File: src/rtl/rv32i_slice_pkg.sv
// shared types for the RV32I ALU slice; only OP, OP-IMM and LUI are decoded
// any other opcode value falls through to the NOP control packet
package rv32i_slice_pkg;

    localparam int xlen = 32;
    localparam int shamt_w = 5;

    typedef logic [4:0]      reg_addr_t;
    typedef logic [xlen-1:0] word_t;

    // base opcodes, only the first three reach the datapath
    typedef enum logic [6:0] {
        op_reg   = 7'b0110011,
        op_imm   = 7'b0010011,
        op_lui   = 7'b0110111,
        op_auipc = 7'b0010111,
        op_jal   = 7'b1101111,
        op_jalr  = 7'b1100111,
        op_br    = 7'b1100011,
        op_load  = 7'b0000011,
        op_store = 7'b0100011
    } opcode_t;

    // funct3 encodings shared by OP and OP-IMM
    localparam logic [2:0] f3_add_sub = 3'b000;
    localparam logic [2:0] f3_sll     = 3'b001;
    localparam logic [2:0] f3_slt     = 3'b010;
    localparam logic [2:0] f3_sltu    = 3'b011;
    localparam logic [2:0] f3_xor     = 3'b100;
    localparam logic [2:0] f3_shr     = 3'b101;
    localparam logic [2:0] f3_or      = 3'b110;
    localparam logic [2:0] f3_and     = 3'b111;

    typedef enum logic [3:0] {
        alu_add,
        alu_sub,
        alu_sll,
        alu_slt,
        alu_sltu,
        alu_xor,
        alu_srl,
        alu_sra,
        alu_or,
        alu_and
    } alu_op_t;

    // ------------------------------
    // instruction word views
    // ------------------------------
    typedef struct packed {
        logic [6:0] funct7;
        reg_addr_t  rs2;
        reg_addr_t  rs1;
        logic [2:0] funct3;
        reg_addr_t  rd;
        opcode_t    opcode;
    } r_type_t;

    typedef struct packed {
        logic [11:0] imm12;
        reg_addr_t   rs1;
        logic [2:0]  funct3;
        reg_addr_t   rd;
        opcode_t     opcode;
    } i_type_t;

    typedef struct packed {
        logic [19:0] imm20;
        reg_addr_t   rd;
        opcode_t     opcode;
    } u_type_t;

    // the opcode sits in the same bits in every view
    typedef union packed {
        r_type_t r;
        i_type_t i;
        u_type_t u;
    } rv32i_inst_t;

    // control packet carried from decode into execute
    typedef struct packed {
        alu_op_t   alu_op;
        logic      use_imm;
        logic      is_lui;
        reg_addr_t rd;
        reg_addr_t rs1;
        reg_addr_t rs2;
        word_t     imm;
    } ctrl_pkt_t;

    localparam ctrl_pkt_t nop_ctrl = '{
        alu_op:  alu_add,
        use_imm: 1'b0,
        is_lui:  1'b0,
        rd:      '0,
        rs1:     '0,
        rs2:     '0,
        imm:     '0
    };

endpackage

File: src/rtl/stage_if.sv
// stage-to-stage bundles; every valid is a one-cycle strobe with no ready
`timescale 1ns/1ps

// decode to execute: control packet plus the operands read from the register file
interface dec_ex_if;
    import rv32i_slice_pkg::*;

    logic      valid;
    ctrl_pkt_t ctrl;
    word_t     rs1_val;
    word_t     rs2_val;

    modport producer (
        output valid,
        output ctrl,
        output rs1_val,
        output rs2_val
    );

    modport consumer (
        input valid,
        input ctrl,
        input rs1_val,
        input rs2_val
    );

endinterface

// execute to result: destination and computed value
interface ex_res_if;
    import rv32i_slice_pkg::*;

    logic      valid;
    reg_addr_t rd;
    word_t     result;

    modport producer (
        output valid,
        output rd,
        output result
    );

    modport consumer (
        input valid,
        input rd,
        input result
    );

endinterface

File: src/rtl/instr_decode.sv
// register reads are combinational in the strobe cycle, the packet is registered
// unknown opcodes become a NOP with rd 0
`timescale 1ns/1ps

module instr_decode (
    input  logic                      clk,
    input  logic                      reset,
    input  logic                      inst_valid,
    input  rv32i_slice_pkg::word_t    inst,
    output rv32i_slice_pkg::reg_addr_t rs1,
    output rv32i_slice_pkg::reg_addr_t rs2,
    input  rv32i_slice_pkg::word_t    rs1_val,
    input  rv32i_slice_pkg::word_t    rs2_val,
    dec_ex_if.producer                dec
);
    import rv32i_slice_pkg::*;

    rv32i_inst_t inst_u;
    ctrl_pkt_t   ctrl_d;

    // alt selects SUB or SRA; the I-type forms only allow it on shifts
    function automatic alu_op_t decode_alu_op(
        input logic [2:0] funct3,
        input logic       alt,
        input logic       sub_ok
    );
        alu_op_t op;
        case (funct3)
            f3_add_sub: op = (alt && sub_ok) ? alu_sub : alu_add;
            f3_sll:     op = alu_sll;
            f3_slt:     op = alu_slt;
            f3_sltu:    op = alu_sltu;
            f3_xor:     op = alu_xor;
            f3_shr:     op = alt ? alu_sra : alu_srl;
            f3_or:      op = alu_or;
            default:    op = alu_and;
        endcase
        return op;
    endfunction

    assign inst_u = inst;

    // ------------------------------
    // control decode
    // ------------------------------
    always_comb begin
        ctrl_d = nop_ctrl;
        case (inst_u.r.opcode)
            op_reg: begin
                ctrl_d.rd     = inst_u.r.rd;
                ctrl_d.rs1    = inst_u.r.rs1;
                ctrl_d.rs2    = inst_u.r.rs2;
                ctrl_d.alu_op = decode_alu_op(inst_u.r.funct3, inst_u.r.funct7[5], 1'b1);
            end
            op_imm: begin
                ctrl_d.rd      = inst_u.i.rd;
                ctrl_d.rs1     = inst_u.i.rs1;
                ctrl_d.use_imm = 1'b1;
                ctrl_d.imm     = {{(xlen-12){inst_u.i.imm12[11]}}, inst_u.i.imm12};
                // imm12[10] is funct7[5] for the shift-immediate forms
                ctrl_d.alu_op  = decode_alu_op(inst_u.i.funct3, inst_u.i.imm12[10], 1'b0);
            end
            op_lui: begin
                ctrl_d.rd     = inst_u.u.rd;
                ctrl_d.is_lui = 1'b1;
                ctrl_d.imm    = {inst_u.u.imm20, 12'b0};
            end
            default: ctrl_d = nop_ctrl;
        endcase
    end

    assign rs1 = ctrl_d.rs1;
    assign rs2 = ctrl_d.rs2;

    always_ff @(posedge clk) begin
        if (reset) begin
            dec.valid <= 1'b0;
        end else begin
            dec.valid <= inst_valid;
        end
    end

    always_ff @(posedge clk) begin
        dec.ctrl    <= ctrl_d;
        dec.rs1_val <= rs1_val;
        dec.rs2_val <= rs2_val;
    end

endmodule

File: src/rtl/alu_execute.sv
// forwarding covers the two older instructions; rd 0 never forwards
`timescale 1ns/1ps

module alu_execute (
    input  logic                       clk,
    input  logic                       reset,
    dec_ex_if.consumer                 dec,
    input  rv32i_slice_pkg::reg_addr_t fwd_rd,
    input  rv32i_slice_pkg::word_t     fwd_data,
    input  logic                       fwd_valid,
    ex_res_if.producer                 ex
);
    import rv32i_slice_pkg::*;

    word_t op_a;
    word_t op_b;
    word_t rs2_fwd;
    word_t alu_out;
    logic [shamt_w-1:0] shamt;

    // newest value wins: execute register, then retire register, then the read value
    function automatic word_t pick_operand(
        input reg_addr_t src,
        input word_t     read_val,
        input logic      ex_ok,
        input reg_addr_t ex_rd,
        input word_t     ex_val,
        input logic      wb_ok,
        input reg_addr_t wb_rd,
        input word_t     wb_val
    );
        word_t sel;
        sel = read_val;
        if (src != '0) begin
            if (ex_ok && ex_rd == src) begin
                sel = ex_val;
            end else if (wb_ok && wb_rd == src) begin
                sel = wb_val;
            end
        end
        return sel;
    endfunction

    // ------------------------------
    // operand select
    // ------------------------------
    assign op_a = pick_operand(dec.ctrl.rs1, dec.rs1_val, ex.valid, ex.rd, ex.result,
                               fwd_valid, fwd_rd, fwd_data);
    assign rs2_fwd = pick_operand(dec.ctrl.rs2, dec.rs2_val, ex.valid, ex.rd, ex.result,
                                  fwd_valid, fwd_rd, fwd_data);
    assign op_b = dec.ctrl.use_imm ? dec.ctrl.imm : rs2_fwd;

    assign shamt = op_b[shamt_w-1:0];

    always_comb begin
        if (dec.ctrl.is_lui) begin
            alu_out = dec.ctrl.imm;
        end else begin
            case (dec.ctrl.alu_op)
                alu_add:  alu_out = op_a + op_b;
                alu_sub:  alu_out = op_a - op_b;
                alu_sll:  alu_out = op_a << shamt;
                alu_slt:  alu_out = word_t'($signed(op_a) < $signed(op_b));
                alu_sltu: alu_out = word_t'(op_a < op_b);
                alu_xor:  alu_out = op_a ^ op_b;
                alu_srl:  alu_out = op_a >> shamt;
                alu_sra:  alu_out = word_t'($signed(op_a) >>> shamt);
                alu_or:   alu_out = op_a | op_b;
                alu_and:  alu_out = op_a & op_b;
                default:  alu_out = '0;
            endcase
        end
    end

    always_ff @(posedge clk) begin
        if (reset) begin
            ex.valid <= 1'b0;
        end else begin
            ex.valid <= dec.valid;
        end
    end

    always_ff @(posedge clk) begin
        ex.rd     <= dec.ctrl.rd;
        ex.result <= alu_out;
    end

endmodule

File: src/rtl/result_regfile.sv
// x0 is not stored and reads as zero; reads see a write in the same cycle
`timescale 1ns/1ps

module result_regfile (
    input  logic                       clk,
    input  logic                       reset,
    ex_res_if.consumer                 ex,
    input  rv32i_slice_pkg::reg_addr_t rs1,
    input  rv32i_slice_pkg::reg_addr_t rs2,
    output rv32i_slice_pkg::word_t     rs1_val,
    output rv32i_slice_pkg::word_t     rs2_val,
    output logic                       retire_valid,
    output rv32i_slice_pkg::reg_addr_t retire_rd,
    output rv32i_slice_pkg::word_t     retire_data
);
    import rv32i_slice_pkg::*;

    word_t regs [1:31];
    logic  wr_en;

    assign wr_en = ex.valid && (ex.rd != '0);

    // ------------------------------
    // read ports with write bypass
    // ------------------------------
    assign rs1_val = (rs1 == '0) ? '0 : (wr_en && ex.rd == rs1) ? ex.result : regs[rs1];
    assign rs2_val = (rs2 == '0) ? '0 : (wr_en && ex.rd == rs2) ? ex.result : regs[rs2];

    always_ff @(posedge clk) begin
        if (reset) begin
            for (int i = 1; i < 32; i++) begin
                regs[i] <= '0;
            end
        end else if (wr_en) begin
            regs[ex.rd] <= ex.result;
        end
    end

    // the retire registers double as the older forwarding source
    always_ff @(posedge clk) begin
        if (reset) begin
            retire_valid <= 1'b0;
            retire_rd    <= '0;
            retire_data  <= '0;
        end else begin
            retire_valid <= ex.valid;
            retire_rd    <= ex.rd;
            retire_data  <= ex.result;
        end
    end

endmodule

File: src/rtl/rv32i_slice.sv
// retire follows inst_valid by exactly three cycles; there is no back-pressure
`timescale 1ns/1ps

module rv32i_slice (
    input  logic                       clk,
    input  logic                       reset,
    input  logic                       inst_valid,
    input  rv32i_slice_pkg::word_t     inst,
    output logic                       retire_valid,
    output rv32i_slice_pkg::reg_addr_t retire_rd,
    output rv32i_slice_pkg::word_t     retire_data
);
    import rv32i_slice_pkg::*;

    reg_addr_t rs1;
    reg_addr_t rs2;
    word_t     rs1_val;
    word_t     rs2_val;

    dec_ex_if dec_ex ();
    ex_res_if ex_res ();

    instr_decode i_decode (
        .clk        (clk),
        .reset      (reset),
        .inst_valid (inst_valid),
        .inst       (inst),
        .rs1        (rs1),
        .rs2        (rs2),
        .rs1_val    (rs1_val),
        .rs2_val    (rs2_val),
        .dec        (dec_ex.producer)
    );

    // retire outputs loop back as the second forwarding source
    alu_execute i_execute (
        .clk       (clk),
        .reset     (reset),
        .dec       (dec_ex.consumer),
        .fwd_rd    (retire_rd),
        .fwd_data  (retire_data),
        .fwd_valid (retire_valid),
        .ex        (ex_res.producer)
    );

    result_regfile i_result (
        .clk          (clk),
        .reset        (reset),
        .ex           (ex_res.consumer),
        .rs1          (rs1),
        .rs2          (rs2),
        .rs1_val      (rs1_val),
        .rs2_val      (rs2_val),
        .retire_valid (retire_valid),
        .retire_rd    (retire_rd),
        .retire_data  (retire_data)
    );

endmodule

File: config.mk
export PLATFORM = sky130hd
export DESIGN_NAME = rv32i_slice
export DESIGN_NICKNAME = d
export VERILOG_FILES = /design/src/rtl/rv32i_slice_pkg.sv /design/src/rtl/stage_if.sv /design/src/rtl/instr_decode.sv /design/src/rtl/alu_execute.sv /design/src/rtl/result_regfile.sv /design/src/rtl/rv32i_slice.sv
export SDC_FILE = /design/constraint.sdc
export NUM_CORES = 2
export LEC_CHECK = 0
export BUFFER_PORTS_ARGS = -buffer_cell sky130_fd_sc_hd__buf_2
export CAP_MARGIN = 20
export CORE_AREA = 2 2 426 428
export DETAILED_ROUTE_END_ITERATION = 10
export DIE_AREA = 0 0 428 430
export RECOVER_POWER = 50
export SLEW_MARGIN = 5
export SYNTH_ARGS = -nofsm -noshare
export SYNTH_HDL_FRONTEND = slang
export SYNTH_HIERARCHICAL = 1
export SYNTH_SLANG_ARGS = --single-unit
File: constraint.sdc
create_clock -name clk -period 5.4 [get_ports clk]
set_clock_uncertainty 0.15 [all_clocks]
set_input_delay 0.54 -clock clk [delete_from_list [all_inputs] [get_ports clk]]
set_output_delay 0.54 -clock clk [all_outputs]
set_load 0.02 [all_outputs]
==> impl_metrics.yaml <==
routing:
  drt_first_iter_violations: 7805
  avgViaCountPerCell: 6.37
  drtPass1Iterations: 6
  route.detailed.drc: 0
  ant_nets: 0
  finalWirelength_mm: 308
  route.detailed.wl_per_inst_um: 35.3
  vias: 55600
sta:
  whs_ps: 47.7
  transition_at_the_pin_with_the_smallest_max_transition_slack_ps: 3880
  post-route-period-util: 1.02
  slew_viol_final: 2102
  setup_slack_ps: -84.6
  setup_violations: 51
  rsz0062_at_grt: "true"
  max_freq_mhz: 182
  period_needed_ps: 5480
  maxSlewHeadroom: -1.58
  timing_hold_violations_final: 0
clock_tree:
  clock_latency_ps: 830
  cts-buffers-inserted: 138
  cts_root_buf: "clkbuf_16"
  cts.sink_count: 1218
  tritoncts_clock_tree: "done"
  cts.htree.levels: 4
  max-clock-path-buffers: 3
  clkSlewWorstSetupHoldPaths_ps: 60
setup_path:
  timing.critical_path.arrival_ps: 5840
  worst_r2r_endpoint: "i_execute/ex.result[28]"
  reg2reg_setup_slack_ps: 150
  regToRegStartpoint: "i_decode/dec.ctrl[32]"
  cp_slowest_cell: "clkbuf_1"
  timing.critical_path.fanout_max: 69
  critical-path-max-stage-delay_ps: 2740
  crit_path_cell_trace: "dlygate4sd3_1, clkbuf_1, clkbuf_1, or2_2, buf_4"
  path_delay_family: "buffers and inverters"
  buffer_and_inverter_count_on_the_worst_path: 4
  worstSetupPathType: "primary input to flip-flop"
  r2r_cells: 23
  cp.required_ps: 5760
  crit_top_cell: "clkbuf_1"
  critical_path.endpoint_type: "flip-flop"
  cp-start-kind: "primary input"
synth:
  synth.yosys.seq_area_share: 0.484
  ys_warn_count: 6
  synth_flop_cell: "edfxtp_1"
  top_cells_by_area_synth: "edfxtp_1, mux4_2, and2_1"
  synth_top_cell_area_share: 0.430
  netlist.top_cell.by_area: "edfxtp_1"
  number_of_library_cell_types_mapped_by_synthesis: 101
  netlist_instances: 6051
  ys_async_sr_fraction: 0
  synth.ff_latch_count: 1218
  synth_edf_count: 1024
  post_synth.cell_area_avg_um2: 11.8
  cell_area_synth_um2: 71600
global_routing:
  grt_pass1_wl_mm: 429
  grt-ovfl-total: 0
  grt_antenna_before_repair: 16
  first_global_vias: 53800
  grt_usage: 0.327
  grt_max_degree: 76
cells_and_area:
  nFillCells: 16300
  flow.area_growth_from_synthesis_pct: 13.9
  drive_gt1_frac: 0.198
  fin_nets: 6389
  finish.utilization: 0.453
power_and_ir_drop:
  powerDensity_nw_per_um2: 269
  overall_power_after_layout_uw: 21900
  lkg_pwr_uw: 0.0281
  ir_drop_mv: 0.241
hold_path:
  holdCritStartpoint: "inst[1]"
  timing.hold.worst_path_depth: 3
  hold_end: "i_decode/dec.ctrl[20]"
  min-delay-path-class: "primary input to flip-flop"
placed_design:
  routabilityCongestion: 1.03
  post-dp-hpwl_mm: 215
  placement.io_buffers: 72
floorplan:
  fp-row-count: 156
  die_area_um2: 184000
  die_span_in_y_um: 430
  design.core.area_um2: 180000
  io-pin-count: 73
  die_width_um: 428
  initial_utilization: 0.398
run_status:
  run_status: "complete, but fails checks"
  failing_checks: "max-capacitance violations, max-slew violations, negative setup slack"
flow_run:
  maxCapViolCount: 58
==> metrics by stage <==
step	cells	area (um2)	setup TNS, ps	setup slack, ps
floorplan	6082	71700	0	19.7
global placement	8450	76800	-54.8	-54.8
detailed placement	8450	76800	-147	-147
CTS	8735	81800	0	1.21
global route	8736	81500	-227	-67.6
finish	8740	81500	-1640	-84.6
==> sequential cells by signal (all words and copies together), names as in the netlist <==
register,flops
i_execute/ex.result,32
i_decode/dec.ctrl,53
i_decode/dec.valid,1
i_result/regs,1024
i_result/retire_rd,5
i_execute/ex.valid,1
i_decode/dec.rs2_val,32
i_result/retire_valid,1
i_execute/ex.rd,5
i_result/retire_data,32
i_decode/dec.rs1_val,32
==> worst max path at each step <==
stage | from | to | slack, ps | cells past startpoint
6_report | reset | i_result/regs[2][28] | -80 | 5
5_1_grt | i_decode/dec.ctrl[33] | i_execute/ex.result[28] | -70 | 21
4_1_cts | i_execute/ex.rd[3] | i_execute/ex.result[28] | 1 | 26
3_5_place_dp | i_execute/ex.rd[3] | i_execute/ex.result[28] | -150 | 23
3_3_place_gp | i_execute/ex.rd[3] | i_execute/ex.result[28] | -50 | 25
2_1_floorplan | i_decode/dec.ctrl[33] | i_execute/ex.result[28] | 20 | 21
==> metal layers <==
layer | vias up | share of wire | GRT usage
met4 | 14 | 0.063 | 0.166
li1 | 23100 | - | -
met1 | 28100 | 0.38 | 0.431
met5 | - | 0.00033 | 0
met2 | 3673 | 0.44 | 0.503
met3 | 816 | 0.11 | 0.0779
==> Yosys cell counts (all sizes together), types with 94 or more instances <==
library cell and count:
a21oi 252, o21ai 184, a22oi 112, nand2 296, and2 1037, nor2 257
dfxtp 194, buf 185, edfxtp 1024, inv 139, ha 100, clkbuf 402
nor3 94, mux4 356, mux2i 421
==> what timing repair did <==
| item | in CTS | in global routing |
|---|---|---|
| endpoints found under the setup margin | 1 | 9 |
| hold buffers | 30 | 0 |
| resized for setup | 2 | 16 |
| pin swaps | 1 | 1 |
| endpoints found under the hold margin | 42 | 0 |
| gates cloned | 0 | 0 |
| buffers inserted | 1 | 0 |
==> layout make-up <==
class	instances	area [um2]	share of cell area
Clock inverter	81	1000	0.0123
Tap cell	2370	2970	0.0364
Inverter	139	524	0.00643
Timing Repair Buffer	617	4630	0.0568
Multi-Input combinational cell	4138	34000	0.418
Sequential cell	1218	34600	0.425
Clock buffer	173	3690	0.0453
Antenna cell	4	10.0	0.000123
==> logic make-up (layout without fill, tap and decap cells) <==
group	after synthesis	after routing	synth area share
and+or+nand+nor	1939	1939	0.150
DFF	1218	1218	0.484
AOI/OAI and AO/OA	1162	1162	0.113
muxes	862	862	0.185
buffers and inverters	726	1010	0.0456
adders and majority gates	102	102	0.0180
xor gates and xnor gates	41	41	0.00502
other	1	36	0.0000524
==> where the power goes <==
part / total [uW] / internal [uW] / switching, uW
clock network: 9790 / 5550 / 4240
registers: 10600 / 10500 / 187
logic: 1490 / 531 / 956
==> worst min-delay path: cells and delay by family <==
kind | cells | cell delay [ps]
AOI/OAI and AO/OA | 1 | 40
and+or+nand+nor | 1 | 270
buffers and inverters | 1 | 120
==> cells in the final DEF, fill, tap and decap left out, types with 38 or more instances in the layout <==
| cell type | Yosys | routed |
|---|---|---|
| a31oi_1 | 66 | 66 |
| nor2_1 | 256 | 229 |
| or2_2 | 41 | 39 |
| mux4_2 | 352 | 352 |
| o221ai_1 | 48 | 48 |
| nand2_1 | 296 | 296 |
| clkbuf_16 | 0 | 139 |
| o22ai_1 | 82 | 82 |
| ha_1 | 100 | 100 |
| a21oi_1 | 242 | 243 |
| nor3_1 | 93 | 93 |
| a221oi_1 | 43 | 43 |
| mux2i_1 | 421 | 421 |
| a221o_1 | 41 | 40 |
| dfxtp_1 | 194 | 192 |
| a22oi_1 | 112 | 112 |
| buf_4 | 33 | 419 |
| clkbuf_1 | 402 | 126 |
| inv_1 | 133 | 132 |
| nor2b_1 | 63 | 60 |
| a211oi_1 | 73 | 71 |
| and2_1 | 1035 | 625 |
| o21ai_0 | 177 | 177 |
| and2_0 | 1 | 403 |
| mux2_2 | 77 | 77 |
| o211ai_1 | 38 | 38 |
| edfxtp_1 | 1024 | 1024 |
No activity file was read; power rests on OpenSTA's default activity.
